--- src/design/hr_signal_pkg.sv ---
package hr_signal_pkg;

  ////////////////////
  // sample path

  localparam int SAMPLE_W  = 8;   // adc word
  localparam int AVG_TAPS  = 8;   // moving-average window
  localparam int AVG_SHIFT = 3;   // log2(AVG_TAPS)

  localparam int PEAK_HIGH = 160; // beat threshold
  localparam int PEAK_LOW  = 96;  // re-arm level, gives the hysteresis

  ////////////////////
  // beat interval and rate

  localparam int INTERVAL_W    = 11;   // saturates at 2047 samples
  localparam int MIN_INTERVAL  = 30;   // 200 bpm, anything closer is noise
  localparam int MAX_INTERVAL  = 300;  // 20 bpm, slower is a lost signal
  localparam int BPM_NUMERATOR = 6000; // samples per minute at 100 Hz
  localparam int DIV_STEPS     = 12;   // quotient bits, one per cycle
  localparam int BPM_W         = 8;

  localparam int HISTORY_LEN   = 16;   // readings averaged
  localparam int HISTORY_SHIFT = 4;
  localparam int HR_MIN        = 50;   // shown window
  localparam int HR_MAX        = 110;

  typedef struct packed {
    logic                strobe;
    logic [SAMPLE_W-1:0] data;
  } sample_t;

  typedef struct packed {
    logic                  strobe;
    logic [INTERVAL_W-1:0] count;  // samples between beats
  } interval_t;

  typedef struct packed {
    logic             strobe;
    logic [BPM_W-1:0] value;
  } bpm_t;

endpackage

--- src/design/hr_ui_pkg.sv ---
package hr_ui_pkg;

  // same codes as the old system_status register
  typedef enum logic [1:0] {
    PAUSED  = 2'd0,
    RUN     = 2'd1,
    ERROR   = 2'd2,
    STARTUP = 2'd3
  } status_t;

  // debounced, synchronized levels
  typedef struct packed {
    logic up;    // -> error
    logic down;  // -> run
    logic left;  // -> pause
  } btn_t;

  typedef struct packed {
    logic red;
    logic green;
    logic blue;
  } rgb_t;

  localparam int BOOT_TICKS = 300;  // 3 s of samples

endpackage

--- src/design/pulse_lowpass.sv ---
`timescale 1ns/100ps

module pulse_lowpass import hr_signal_pkg::*; (
  input  logic                clk_100hz,
  input  logic                master_reset,
  input  logic [SAMPLE_W-1:0] sensor_pins,  // connector order, not bit order
  input  logic                adc_done,     // one-cycle conversion strobe
  output sample_t             filtered
);

  logic [SAMPLE_W-1:0]           restored;
  logic [SAMPLE_W-1:0]           window [AVG_TAPS];  // [0] newest
  logic [SAMPLE_W+AVG_SHIFT-1:0] sum;                // sum of the window
  logic [SAMPLE_W+AVG_SHIFT-1:0] sum_next;

  // header wiring interleaves the two nibbles
  assign restored = {sensor_pins[7], sensor_pins[3], sensor_pins[6], sensor_pins[2],
                     sensor_pins[5], sensor_pins[1], sensor_pins[4], sensor_pins[0]};

  // running sum, oldest drops out as newest comes in
  // never underflows, oldest sample is always part of sum
  assign sum_next = sum + {{AVG_SHIFT{1'b0}}, restored}
                        - {{AVG_SHIFT{1'b0}}, window[AVG_TAPS-1]};

  always_ff @(posedge clk_100hz) begin
    if (master_reset) begin
      for (int i = 0; i < AVG_TAPS; i++) begin
        window[i] <= '0;  // average starts from a flat zero history
      end
      sum      <= '0;
      filtered <= '0;
    end else begin
      filtered.strobe <= adc_done;  // one cycle behind the adc
      if (adc_done) begin
        for (int i = AVG_TAPS-1; i > 0; i--) begin
          window[i] <= window[i-1];
        end
        window[0]     <= restored;
        sum           <= sum_next;
        filtered.data <= sum_next[SAMPLE_W+AVG_SHIFT-1:AVG_SHIFT];  // floor(sum/8)
      end
    end
  end

endmodule

--- src/design/beat_detector.sv ---
`timescale 1ns/100ps

module beat_detector import hr_signal_pkg::*; (
  input  logic      clk_100hz,
  input  logic      master_reset,
  input  sample_t   filtered,
  output logic      beat,      // one pulse per accepted beat
  output interval_t interval   // samples since the previous beat
);

  logic                  armed;     // waiting for a rising crossing
  logic                  have_prev; // a beat was seen since reset
  logic [INTERVAL_W-1:0] count;     // strobes since last accepted beat
  logic [INTERVAL_W-1:0] count_inc;
  logic                  crossing;

  // saturating, a lost signal parks the count at 2047
  assign count_inc = (count == '1) ? count : count + 1'b1;

  assign crossing = armed && (filtered.data > PEAK_HIGH);

  always_ff @(posedge clk_100hz) begin
    if (master_reset) begin
      armed     <= 1'b1;
      have_prev <= 1'b0;
      count     <= '0;
      beat      <= 1'b0;
      interval  <= '0;
    end else begin
      beat            <= 1'b0;
      interval.strobe <= 1'b0;

      if (filtered.strobe) begin
        if (crossing) begin
          armed <= 1'b0;  // need a dip below PEAK_LOW first
          if (count_inc < MIN_INTERVAL) begin
            count <= count_inc;  // too soon, treat as noise
          end else begin
            beat      <= 1'b1;
            count     <= '0;
            have_prev <= 1'b1;
            // first beat has no interval, long gaps are dropped
            interval.strobe <= have_prev && (count_inc <= MAX_INTERVAL);
            interval.count  <= count_inc;
          end
        end else begin
          count <= count_inc;
          if (filtered.data < PEAK_LOW) begin
            armed <= 1'b1;  // re-arm on the valley
          end
        end
      end
    end
  end

endmodule

--- src/design/bpm_divider.sv ---
`timescale 1ns/100ps

module bpm_divider import hr_signal_pkg::*; (
  input  logic      clk_100hz,
  input  logic      master_reset,
  input  interval_t interval,
  output bpm_t      bpm        // floor(6000 / interval)
);

  logic [DIV_STEPS:0]           numer;    // 13 bits holds 6000
  logic                         busy;
  logic [$clog2(DIV_STEPS)-1:0] bit_idx;  // next quotient bit
  logic [INTERVAL_W:0]          rem;      // partial remainder
  logic [INTERVAL_W-1:0]        divisor;
  logic [DIV_STEPS-1:0]         quot;

  logic [INTERVAL_W:0]          rem_in;
  logic [INTERVAL_W-1:0]        div_in;
  logic [INTERVAL_W+1:0]        trial;
  logic [INTERVAL_W:0]          rem_next;
  logic                         q_bit;
  logic [DIV_STEPS-1:0]         quot_next;

  assign numer = BPM_NUMERATOR[DIV_STEPS:0];

  ////////////////////
  // one restoring step
  // load cycle already does bit 11, so the result lands 12 cycles later
  // top numerator bit preloads the remainder as q[12] is 0 for interval >= 2
  assign rem_in = busy ? rem : {{INTERVAL_W{1'b0}}, numer[DIV_STEPS]};
  assign div_in = busy ? divisor : interval.count;
  assign trial  = {rem_in, numer[busy ? bit_idx : 4'(DIV_STEPS-1)]};
  assign q_bit  = trial >= {2'b00, div_in};
  assign rem_next  = q_bit ? (INTERVAL_W+1)'(trial - {2'b00, div_in})
                           : trial[INTERVAL_W:0];
  assign quot_next = {quot[DIV_STEPS-2:0], q_bit};

  always_ff @(posedge clk_100hz) begin
    if (master_reset) begin
      busy    <= 1'b0;
      bit_idx <= '0;
      bpm     <= '0;
    end else begin
      bpm.strobe <= 1'b0;
      if (!busy) begin
        if (interval.strobe) begin  // intervals during a division are lost
          busy    <= 1'b1;
          bit_idx <= 4'(DIV_STEPS-2);
        end
      end else if (bit_idx == '0) begin
        busy       <= 1'b0;
        bpm.strobe <= 1'b1;
        // intervals of 30 or more cap this at 200
        bpm.value  <= (quot_next > 255) ? '1 : quot_next[BPM_W-1:0];
      end else begin
        bit_idx <= bit_idx - 1'b1;
      end
    end
  end

  // divider datapath
  always_ff @(posedge clk_100hz) begin
    if (!busy && interval.strobe) begin
      divisor <= interval.count;
      rem     <= rem_next;
      quot    <= {{(DIV_STEPS-1){1'b0}}, q_bit};
    end else if (busy) begin
      rem  <= rem_next;
      quot <= quot_next;
    end
  end

endmodule

--- src/design/hr_averager.sv ---
`timescale 1ns/100ps

module hr_averager
  import hr_signal_pkg::*;
  import hr_ui_pkg::*;
(
  input  logic             clk_100hz,
  input  logic             master_reset,
  input  bpm_t             bpm,
  input  status_t          status,
  input  logic             clamp_en,    // limit shown value to 50..110
  output logic [BPM_W-1:0] hr_average,
  output logic [BPM_W-1:0] hr_shown
);

  logic [BPM_W-1:0]               history [HISTORY_LEN];  // [0] newest
  logic [BPM_W+HISTORY_SHIFT-1:0] sum;                    // 12 bits, 16 x 255 fits
  logic [BPM_W+HISTORY_SHIFT-1:0] sum_next;
  logic [BPM_W-1:0]               avg_next;
  logic [BPM_W-1:0]               clamped;

  ////////////////////
  // running sum of the last 16 readings

  assign sum_next = sum + {{HISTORY_SHIFT{1'b0}}, bpm.value}
                        - {{HISTORY_SHIFT{1'b0}}, history[HISTORY_LEN-1]};
  assign avg_next = sum_next[BPM_W+HISTORY_SHIFT-1:HISTORY_SHIFT];  // floor(sum/16)

  // keeps a bad pickup from showing silly rates
  always_comb begin
    if (avg_next > HR_MAX) begin
      clamped = BPM_W'(HR_MAX);
    end else if (avg_next < HR_MIN) begin
      clamped = BPM_W'(HR_MIN);
    end else begin
      clamped = avg_next;
    end
  end

  always_ff @(posedge clk_100hz) begin
    if (master_reset) begin
      for (int i = 0; i < HISTORY_LEN; i++) begin
        history[i] <= '0;  // average ramps up from zero
      end
      sum        <= '0;
      hr_average <= '0;
      hr_shown   <= '0;
    end else if (bpm.strobe) begin
      for (int i = HISTORY_LEN-1; i > 0; i--) begin
        history[i] <= history[i-1];
      end
      history[0] <= bpm.value;
      sum        <= sum_next;
      hr_average <= avg_next;
      if (clamp_en && status != PAUSED) begin
        hr_shown <= clamped;  // frozen while paused
      end
    end
  end

endmodule

--- src/design/monitor_status_fsm.sv ---
`timescale 1ns/100ps

module monitor_status_fsm import hr_ui_pkg::*; (
  input  logic    clk_100hz,
  input  logic    master_reset,
  input  btn_t    btn,          // debounced levels
  output status_t status,
  output rgb_t    led
);

  btn_t                          btn_prev;
  btn_t                          rise;      // 0 -> 1 since last cycle
  logic [$clog2(BOOT_TICKS)-1:0] boot_cnt;

  assign rise = btn & ~btn_prev;

  always_ff @(posedge clk_100hz) begin
    if (master_reset) begin
      status   <= STARTUP;
      boot_cnt <= '0;
      btn_prev <= '0;
    end else begin
      btn_prev <= btn;  // track edges during startup too
      if (status == STARTUP) begin
        // buttons ignored until boot is done
        if (boot_cnt == BOOT_TICKS-1) begin
          status   <= RUN;
          boot_cnt <= '0;
        end else begin
          boot_cnt <= boot_cnt + 1'b1;
        end
      end else if (rise.down) begin
        status <= RUN;     // wins over left and up
      end else if (rise.left) begin
        status <= PAUSED;
      end else if (rise.up) begin
        status <= ERROR;
      end
    end
  end

  ////////////////////
  // state colour

  always_comb begin
    led = '0;
    case (status)
      STARTUP: led.red   = 1'b1;
      RUN:     led.green = 1'b1;
      PAUSED:  led.blue  = 1'b1;
      ERROR: begin
        led.red  = 1'b1;   // magenta
        led.blue = 1'b1;
      end
      default: led = '0;
    endcase
  end

endmodule

--- src/design/heart_monitor_top.sv ---
`timescale 1ns/100ps

module heart_monitor_top
  import hr_signal_pkg::*;
  import hr_ui_pkg::*;
(
  input  logic                clk_100hz,    // sample clock, whole design
  input  logic                master_reset,
  input  logic [SAMPLE_W-1:0] sensor_pins,  // scrambled adc bits
  input  logic                adc_done,
  input  btn_t                btn,
  input  logic                clamp_en,
  output logic                beat,
  output logic [BPM_W-1:0]    hr_average,
  output logic [BPM_W-1:0]    hr_shown,
  output status_t             status,
  output rgb_t                led
);

  sample_t   filtered;   // lowpass -> detector
  interval_t interval;   // detector -> divider
  bpm_t      bpm;        // divider -> averager

  ////////////////////
  // rate chain

  pulse_lowpass u_lowpass (
    .clk_100hz    (clk_100hz),
    .master_reset (master_reset),
    .sensor_pins  (sensor_pins),
    .adc_done     (adc_done),
    .filtered     (filtered)
  );

  beat_detector u_detector (
    .clk_100hz    (clk_100hz),
    .master_reset (master_reset),
    .filtered     (filtered),
    .beat         (beat),
    .interval     (interval)
  );

  bpm_divider u_divider (
    .clk_100hz    (clk_100hz),
    .master_reset (master_reset),
    .interval     (interval),
    .bpm          (bpm)
  );

  hr_averager u_averager (
    .clk_100hz    (clk_100hz),
    .master_reset (master_reset),
    .bpm          (bpm),
    .status       (status),       // pause freezes the shown rate
    .clamp_en     (clamp_en),
    .hr_average   (hr_average),
    .hr_shown     (hr_shown)
  );

  ////////////////////
  // user interface

  monitor_status_fsm u_status (
    .clk_100hz    (clk_100hz),
    .master_reset (master_reset),
    .btn          (btn),
    .status       (status),
    .led          (led)
  );

endmodule

--- config.mk ---
export PLATFORM = sky130hd
export DESIGN_NAME = heart_monitor_top
export DESIGN_NICKNAME = d
export VERILOG_FILES = /design/src/design/hr_signal_pkg.sv /design/src/design/hr_ui_pkg.sv /design/src/design/pulse_lowpass.sv /design/src/design/beat_detector.sv /design/src/design/bpm_divider.sv /design/src/design/hr_averager.sv /design/src/design/monitor_status_fsm.sv /design/src/design/heart_monitor_top.sv
export SDC_FILE = /design/constraint.sdc
export NUM_CORES = 1
export LEC_CHECK = 0
export ABC_AREA = 1
export BUFFER_PORTS_ARGS = -buffer_cell sky130_fd_sc_hd__buf_2
export CELL_PAD_IN_SITES_DETAIL_PLACEMENT = 0
export CELL_PAD_IN_SITES_GLOBAL_PLACEMENT = 2
export CORE_MARGIN = 1.5
export CORE_UTILIZATION = 30
export CTS_BUF_LIST = sky130_fd_sc_hd__clkbuf_4
export DETAILED_ROUTE_END_ITERATION = 10
export PLACE_DENSITY = 0.58
export SETUP_SLACK_MARGIN = 0.5
export SLEW_MARGIN = 30
export SYNTH_ARGS = -nofsm -noshare
export SYNTH_HDL_FRONTEND = slang
export SYNTH_SLANG_ARGS = --single-unit
--- constraint.sdc ---
create_clock -name clk_100hz -period 6.59 [get_ports clk_100hz]
set_input_delay 1.318 -clock clk_100hz [delete_from_list [all_inputs] [get_ports clk_100hz]]
set_output_delay 1.318 -clock clk_100hz [all_outputs]
set_load 0.03 [all_outputs]
# Word-level counts from Yosys, hierarchy flattened
# Memories as Yosys holds them, arrays and structs flattened.
# Cells that the tools add are included.
[op_classes]
addsub = 8
n_mul = 0
div = 0
magnitude_cmp = 9
eq_ne = 7
shifts = 0
n_mux = 66
bitwise = 30
reduce_logical = 23
[op_table]
columns = ["op", "count"]
rows = [
  ["$mux 8", 27],
  ["$mux 12", 4],
  ["$mux 11", 4],
  ["$or 1x1->1", 24],
  ["$mux 1", 20],
  ["$mux 9", 2],
  ["$mux 4", 4],
  ["$ge 13x11->1", 1],
  ["$add 12x8->12", 1],
  ["$gt 12x8->1 const B", 1],
  ["$sub 12x11->12", 1],
  ["$sub 12x8->12", 1],
  ["$add 11x1->11 const B", 1],
  ["$add 11x8->11", 1],
  ["$eq 11x11->1 const B", 1],
  ["$le 11x9->1 const B", 1],
  ["$lt 11x5->1 const B", 1],
  ["$sub 11x8->11", 1],
  ["$mux 2", 5],
  ["$reduce_and 2->1", 5],
  ["$add 9x1->9 const B", 1],
  ["$eq 9x9->1 const B", 1],
  ["$gt 8x7->1 const B", 1],
  ["$gt 8x8->1 const B", 1],
  ["20 further kinds", 33],
]
[word_totals]
reg_bits = 136
latch_bits = 0
ramBits = 192
rom_bits = 16
out_inout_bits = 22
elab_cells = 171
memories = 3
[mem_list]
columns = ["name", "depth", "word_bits", "rd", "rd_clocked_by_memory_dff", "write_ports", "line", "text"]
rows = [
  ["u_averager.history", 16, 8, 16, 0, 16, "hr_averager.sv:16", "logic [BPM_W-1:0] history [HISTORY_LEN];"],
  ["u_lowpass.window", 8, 8, 8, 0, 8, "pulse_lowpass.sv:12", "logic [SAMPLE_W-1:0] window [AVG_TAPS];"],
  ["(name not given)", 16, 1, 1, 0, 0, "bpm_divider.sv:32", "assign trial = {rem_in, numer[busy ? bit_idx : 4'(DIV_STEPS-1)]};"],
]

# Longest topological paths before layout
# Gate-level depths: netlist (run 1).
[depth]
depth_word = 7
mapped_depth = 19
ltp_nobuf = 19

# By module
# From an unflattened synthesis (run 1), not the netlist that was laid out.
[unflattened]
cells_unflattened = 1719
hier_area_um2 = 15979.1
[by_module_without_submodules]
columns = ["module", "n_inst", "cells_each", "area_each_um2", "seq_area_each_um2"]
rows = [
  ["hr_averager", 1, 686, 6670.1, 4244.1],
  ["pulse_lowpass", 1, 383, 4226.6, 2162.1],
  ["bpm_divider", 1, 342, 2798.9, 1201.2],
  ["beat_detector", 1, 199, 1555.2, 520.5],
  ["monitor_status_fsm", 1, 109, 728.2, 280.3],
]

# Least setup slack after synthesis (run 1)
# No wires, ideal clock.
[synth_timing]
kind = "input -> register"
start = "in master_reset"
end = "mem u_averager.history[0][0] (enable)"
arrival_ns = 5.144
t_required_ns = 6.047
setup_slack_ns = 0.903
cell_stages = 3
path_buffers = 1
path_cell_list = "inv_1 -> nand2_1 -> clkbuf_1"
[synth_lines]
columns = ["element", "line", "text"]
rows = [
  ["start, declared", "heart_monitor_top.sv:8", "input logic master_reset,"],
  ["end, declared", "hr_averager.sv:16", ""],
]

# Worst setup path after layout (run 1)
[layout_timing]
start = "reg u_divider.busy"
end = "reg u_divider.rem[6], data pin"
[layout_via]
elab_chain_cells = 7
word_cells_on_any_way = 12
[layout_lines]
columns = ["element", "line", "text"]
rows = [
  ["start, declared", "bpm_divider.sv:11", "logic busy;"],
  ["start signal, assigned", "bpm_divider.sv:40", "busy <= 1'b0;"],
  ["start signal, assigned", "bpm_divider.sv:47", "busy <= 1'b1;"],
  ["start signal, assigned", "bpm_divider.sv:51", "busy <= 1'b0;"],
  ["$mux 4", "bpm_divider.sv:32", ""],
  ["$mem_v2 16x1", "-", ""],
  ["$mux 1", "bpm_divider.sv:32", ""],
  ["$sub 12x11->12 / $ge 13x11->1 (equally long branches)", "bpm_divider.sv:34, bpm_divider.sv:33", ""],
  ["$mux 12 (*)", "bpm_divider.sv:34", "assign rem_next = q_bit ? (INTERVAL_W+1)'(trial - {2'b00, div_in})"],
  ["via u_divider.rem_next[6]", "bpm_divider.sv:20", "logic [INTERVAL_W:0] rem_next;"],
  ["$mux 12", "bpm_divider.sv:67", "end else if (busy) begin"],
  ["$mux 12 (*)", "bpm_divider.sv:63", "if (!busy && interval.strobe) begin"],
  ["end signal, assigned", "bpm_divider.sv:65", "rem <= rem_next;"],
  ["end signal, assigned", "bpm_divider.sv:68", "rem <= rem_next;"],
  ["end, declared", "bpm_divider.sv:13", "logic [INTERVAL_W:0] rem;"],
]
# Mark *: on every way through the listed nets, which the timed path passes. The rest lies on a longest branch. The select of a mux whose other input is x is not followed.
# A chain may end at the register's enable or synchronous reset.

==> results of run 1 <==
[metal layers]
layer / up-vias / global-route usage, %
li1: 5172 / -
met1: 4635 / 15.5
met5: - / 0
met3: 80 / 3.60
met2: 141 / 19.9
met4: 0 / 5.64
[kinds of logic after synthesis]
logic type	share of synthesized area, %
AND/OR/NAND/NOR	16.7
buffers and inverters	10.9
flip-flops	58.0
AO/OA/AOI/OAI	6.92
adder cells (fa/ha/maj)	5.88
XOR/XNOR	1.27
multiplexers	0.345
[cell usage in the layout (no fill, tap or decap), drive strengths merged, types with 2 or more instances in the layout]
cell type,Yosys,final
o21ai,65,65
nand3,51,51
o22ai,22,22
ha,41,41
a21oi,55,55
nand2,218,218
mux2i,5,5
nand4,15,15
diode,0,6
clkbuf,33,139
fa,17,17
nor2,268,268
or2,2,2
o211ai,2,2
inv,361,362
dfxtp,96,96
a221oi,10,10
edfxtp,216,216
buf,17,44
clkinvlp,0,2
a31oi,3,3
xnor2,8,8
xor2,13,13
o21bai,4,4
nor3,17,17
clkinv,0,25
nor4,3,3
o221ai,2,2
a21boi,2,2
[worst max path at each step]
stage,start,to,slack [ps],cells after the start
floorplan,master_reset,u_averager.history[0][0]$_SDFFCE_PN0P_,900,3
global placement,master_reset,u_lowpass.window[0][3]$_SDFFCE_PN0P_,2770,6
detailed placement,master_reset,u_lowpass.window[0][3]$_SDFFCE_PN0P_,2760,6
CTS,u_divider.busy$_SDFF_PP0_,u_divider.rem[5]$_DFFE_PP_,2950,12
global route,u_divider.busy$_SDFF_PP0_,u_divider.rem[5]$_DFFE_PP_,2600,12
finish,u_divider.busy$_SDFF_PP0_,u_divider.rem[6]$_DFFE_PP_,2950,12
[worst max-delay path, cell delays in order (launching register included)]
cell and delay (ps):
dfxtp_1 300, buf_4 220, inv_1 590, o21ai_0 180, ha_1 340, inv_1 110
o21bai_1 90, a21boi_0 230, nand2_1 90, a31oi_1 240, nand3_1 620, nand2_1 230
o21ai_0 110
[state kept, by name, summed over array words and instances (netlist names), 2 cells and up]
register / count
u_lowpass.window: 64
u_divider.rem: 12
u_lowpass.sum: 11
u_detector.count: 11
u_divider.quot: 11
u_divider.bit_idx: 4
u_averager.history: 128
u_status.btn_prev: 3
u_averager.hr_shown: 8
u_status.status: 2
u_divider.divisor: 11
u_divider.bpm: 9
u_status.boot_cnt: 9
u_averager.sum: 12
u_detector.interval: 12
[per-stage QoR]
step	total power, µW	utilization (%)	instance area [µm²]	setup slack (ps)	hold slack [ps]
after detailed placement	2820	32.1	15300	2760	413
after global placement	2830	32.1	15300	2770	409
after global routing	4870	34.6	16500	2600	437
final	4580	34.6	16500	2950	428
after CTS	4700	34.5	16500	2950	428
after floorplan	2680	-	14500	903	408
[cell type report]
type	instances	area, µm²	share of cell area (%)
diodes	6	15.0	0.0910
clock buffers	139	1040	6.32
clock inverters	28	118	0.713
inverters	361	1360	8.21
multi-input cells	831	4540	27.5
flip-flops and latches	312	8410	51.0
well taps	615	769	4.66
repair buffers	44	253	1.53
[power by group]
| part | switching (µW) | internal [µW] | total, µW | leakage (µW) |
|---|---|---|---|---|
| combinational | 365 | 170 | 535 | 0.00347 |
| sequential | 48.4 | 2190 | 2240 | 0.00302 |
| clock | 852 | 960 | 1810 | 0.000693 |
==> impl_metrics.ini, run 1 <==
[cts]
cts_tree = built
cts_resized = 0
root_buffer = clkbuf_4
clkSlewWorstSetupHoldPaths_ps = 60
post_cts_buffers = 0
cts-buffers-inserted = 92
cts_buffer_depth = 3
htreeDepth = 3
cts_hold_buf = 0
cts.sinks = 312
clk_latency_ps = 800

[synthesis]
yosysWarningCount = 0
syn_avg_cell_area_um2 = 9.33
synthFlopType = edfxtp_1
synth_top_area_share_pct = 44.7
synthTopCellsByArea = edfxtp_1 (45%), dfxtp_1 (13%), inv_1 (9.3%), nor2_1 (6.8%), nand2_1 (5.5%)
synth_area_mm2 = 0.0145
synth_edf_count = 216
synthesis.nets = 1627
synth-async-reset-ratio_pct = 0
yosys.area.top_type = edfxtp_1
netlist_instances = 1554
ys_ff_latch = 312
synth_most_common_cell = inv_1
synth_seq_area_share_pct = 58.0
ys_types = 47
ys_top_cells_by_count = inv_1 (359), nor2_1 (264), edfxtp_1 (216)

[power]
leakagePower_uw = 0.00719
ir_drop_v = 0.000107
power_density_mw_per_mm2 = 278

[drt]
first_pass_iters = 4
wl_per_cell_um = 12.8
met1Wirelength_um = 14100
dr_wl_met3_um = 1190
num_vias = 10000
postRouteWirelength_um = 29800
highest_layer = met4
vias_per_cell = 4.29
met2_length_um = 13600
drtIter0Drc = 420
drc = 0
postRouteAntennaNets = 0

[hold_path]
min_path_type = flip-flop to flip-flop
hold_end = u_divider.divisor[4]$_DFFE_PP_
min_from = u_detector.interval[4]$_SDFFE_PP0P_
whs_path_depth = 0

[global_routing]
grt_max_degree = 83
grt_pass1_wl_um = 49900
grt.total_usage_pct = 12.4
grt_pass1_vias = 10200
grt-ovfl-total = 0
antenna_found_initial = 2

[placement]
gp_congestion = 0.733
post-place-cells = 2163
dpl.hpwl_um = 19500
port_buffers = 36

[cells_and_area]
finalNetCount = 1715
drive_gt1_share_pct = 12.9
syn2layout_area_growth_pct = 13.8
fin_cells = 2336
fill_cells = 5082

[sta]
slew_violations = 0
rsz0062_at_grt = no
worst_pin_slew_ps = 857
max_freq_ghz = 0.274
finalSetupViolations = 0
period_needed_ps = 3640
skew_ps = 44.5
timing.final.crit_share_pct = 55.3
hold_viol = 0
fin_tns_setup_ps = 0
maxSlewHeadroom_pct = 42.9

[critical_path]
r2r_cells = 12
arrival_ps = 4130
end_kind = flip-flop
worstSetupStartpointType = flip-flop
ff2ff_setup_slack_ps = 2950
timing.rr.start = u_divider.busy$_SDFF_PP0_
worst-endpoint-required_ps = 7080
r2r_end = u_divider.rem[6]$_DFFE_PP_
worstSetupPathType = flip-flop to flip-flop
cp_max_fo = 24

[run_status]
outcome = finished clean

[floorplanning]
die_area_mm2 = 0.0497
std_cell_rows = 80
dieWidth_um = 223
die_h_um = 223
initial_core_util_pct = 30.4
core_area_mm2 = 0.0477
io_pins = 37

[job]
max_cap_viol_count = 0
(Power assumes the default switching activity.)
==> inputs of run 2 (changes only) <==
==> constraint.sdc (replaced) <==
create_clock -name clk_100hz -period 3.6 [get_ports clk_100hz]
set_input_delay 0.72 -clock clk_100hz [delete_from_list [all_inputs] [get_ports clk_100hz]]
set_output_delay 0.72 -clock clk_100hz [all_outputs]
set_load 0.03 [all_outputs]
==> run 2 against run 1 <==
Highest routed layer unchanged. Routed wire length up 0.46%. Sequential power up 83%. Critical endpoint is now u_averager.hr_shown[0]$_SDFFE_PP0P_. Clock power up 90%. Global-route usage about the same. Critical path type unchanged. Design area up 0.70%. Worst hold slack worse by 250 ps. Flip-flop and latch count unchanged. Non-clock buffer count up 6. Final cell count unchanged.
==> impl_metrics.ini, run 2 (synthesized netlist as in run 1, its figures left out) <==
[run_status]
outcome = finished clean

[floorplanning]
std_cell_rows = 80
die_h_um = 223
die_area_mm2 = 0.0497
core_area_mm2 = 0.0477
initial_core_util_pct = 30.4
io_pins = 37
dieWidth_um = 223

[power]
p_int_uw = 6200
clkPwrFrac_pct = 40.3
leakagePower_uw = 0.00725
p_comb_share_pct = 11.6
ir_drop_v = 0.000225
seq_power_share_pct = 48.1
netSwitchingPower_uw = 2320
power_density_mw_per_mm2 = 512
switching_share_pct = 27.2

[cells_and_area]
fin_util_pct = 34.8
fin_cells = 2336
final_cell_mix = inv_1 (357), nor2_1 (262), edfxtp_1 (216)
layout_top_registers = u_averager.history x128, u_lowpass.window x64
drive_gt1_share_pct = 14.1
syn2layout_area_growth_pct = 14.6
top_register = u_averager.history
largest_reg_flops = 128
finalNetCount = 1720
layout_commonest_cell = inv_1
fill_cells = 5073

[critical_path]
crit_family = simple AND/OR/NAND/NOR gates
r2r_cells = 15
arrival_ps = 3490
cpPeakStageDelay_ps = 520
timing.rr.start = u_averager.history[15][1]$_SDFFCE_PN0P_
worstSetupPathType = flip-flop to flip-flop
critPathSlowestCell = fa_1
path_cells = fa_1 > inv_1 > fa_1 > nand2_1 > nand2_1 > nand3_1 > nand3_1 > nand2_1 > nand2_1 > nor2_1 > nand4_1 > nand2_2 > nor2_1 > nor2_1 > nor2_1
cp_max_fo = 5
cp_num_buf_inv = 1
end_kind = flip-flop
worstSetupStartpointType = flip-flop
r2r_end = u_averager.hr_shown[0]$_SDFFE_PP0P_
ff2ff_setup_slack_ps = 740
worst-endpoint-required_ps = 4230

[drt]
num_vias = 9992
vias_per_cell = 4.28
drc = 0
postRouteAntennaNets = 0
first_pass_iters = 4
postRouteWirelength_um = 30000
wl_per_cell_um = 12.8
drtIter0Drc = 444

[hold_path]
hold_end = u_status.btn_prev[1]$_SDFF_PP0_
min_path_type = input pin to flip-flop
whs_path_depth = 3
min_from = btn[1]

[global_routing]
antenna_found_initial = 2
grt.met1_usage_pct = 15.9
grt.total_usage_pct = 12.4
grt_max_degree = 140
met2_usage_pct = 19.7
grt_pass1_wl_um = 49900
grt-ovfl-total = 0
grt_pass1_vias = 10000
met3_usage_pct = 3.56
busiest_layer = met2

[placement]
port_buffers = 36
gp_congestion = 0.750
post-place-cells = 2167
place_ws_ps = 634
dpl.hpwl_um = 19200

[sta]
hold_viol = 0
maxSlewHeadroom_pct = 43.7
max_freq_ghz = 0.349
post-route-worst-setup-slack_ps = 739
worst_pin_slew_ps = 843
slew_violations = 0
whs_ps = 178
finalSetupViolations = 0
timing.final.crit_share_pct = 79.5
period_needed_ps = 2860
skew_ps = 45.8
fin_tns_setup_ps = 0
rsz0062_at_grt = no

[cts]
cts.sinks = 312
clk_latency_ps = 790
htreeDepth = 3
cts_tree = built
clkSlewWorstSetupHoldPaths_ps = 60
cts_buffer_depth = 3
cts-buffers-inserted = 90
root_buffer = clkbuf_4

[job]
max_cap_viol_count = 0
-- run 2: worst register-to-register path: cells and delay by family, from the launching register on --
kind	cells	cell delay (ps)
fa+ha+maj	2	990
buf+inv	1	70
simple gates	12	1270
flops	1	420
-- run 2: what timing repair did --
item                                    CTS  global route
setup buffers                             0             2
resized for setup                         0            12
endpoints found under the setup margin    0            14
hold buffers                              0             0
-- run 2: worst max path at each step --
stage,start,end,slack (ps),depth (start not counted)
2_1_floorplan,master_reset,u_averager.history[0][0]$_SDFFCE_PN0P_,550,3
3_3_place_gp,u_averager.history[15][1]$_SDFFCE_PN0P_,u_averager.hr_shown[1]$_SDFFE_PP0P_,570,15
3_5_place_dp,u_averager.history[15][1]$_SDFFCE_PN0P_,u_averager.hr_shown[1]$_SDFFE_PP0P_,630,15
4_1_cts,u_averager.history[15][1]$_SDFFCE_PN0P_,u_averager.hr_shown[1]$_SDFFE_PP0P_,610,15
5_1_grt,u_divider.busy$_SDFF_PP0_,u_divider.rem[9]$_DFFE_PP_,500,12
6_report,u_averager.history[15][1]$_SDFFCE_PN0P_,u_averager.hr_shown[0]$_SDFFE_PP0P_,740,15
-- run 2: power groups by stage --
stage / clock network, µW / registers (µW) / logic, µW
6_report: 3430 / 4090 / 989
5_1_grt: 3780 / 4110 / 1140
4_1_cts: 3620 / 4100 / 1010
3_5_place_dp: 0 / 4170 / 1010
3_3_place_gp: 0 / 4170 / 1010
2_1_floorplan: 0 / 4160 / 729
-- run 2: metrics by stage --
| stage | instance area (µm²) | power [µW] |
|---|---|---|
| 2_1_floorplan | 14500 | 4890 |
| 3_3_place_gp | 15400 | 5180 |
| 3_5_place_dp | 15400 | 5180 |
| 4_1_cts | 16600 | 8720 |
| 5_1_grt | 16600 | 9040 |
| 6_report | 16600 | 8510 |
-- run 2: per-layer routing --
| metal | part of all wire (%) | vias to the layer above |
|---|---|---|
| li1 | - | 5173 |
| met4 | 3.2 | 0 |
| met5 | 0 | - |
| met3 | 4.3 | 77 |
| met1 | 48 | 4610 |
| met2 | 45 | 132 |
-- run 2: layout make-up --
cell class / count / area, µm² / area share (%)
Inverter: 361 / 1360 / 8.18
Antenna cell: 2 / 5.00 / 0.0301
Multi-Input combinational cell: 831 / 4550 / 27.4
Timing Repair inverter: 1 / 5.00 / 0.0301
Clock buffer: 144 / 1080 / 6.51
Timing Repair Buffer: 50 / 327 / 1.97
Clock inverter: 20 / 110 / 0.663
Sequential cell: 312 / 8410 / 50.6
Tap cell: 615 / 769 / 4.63
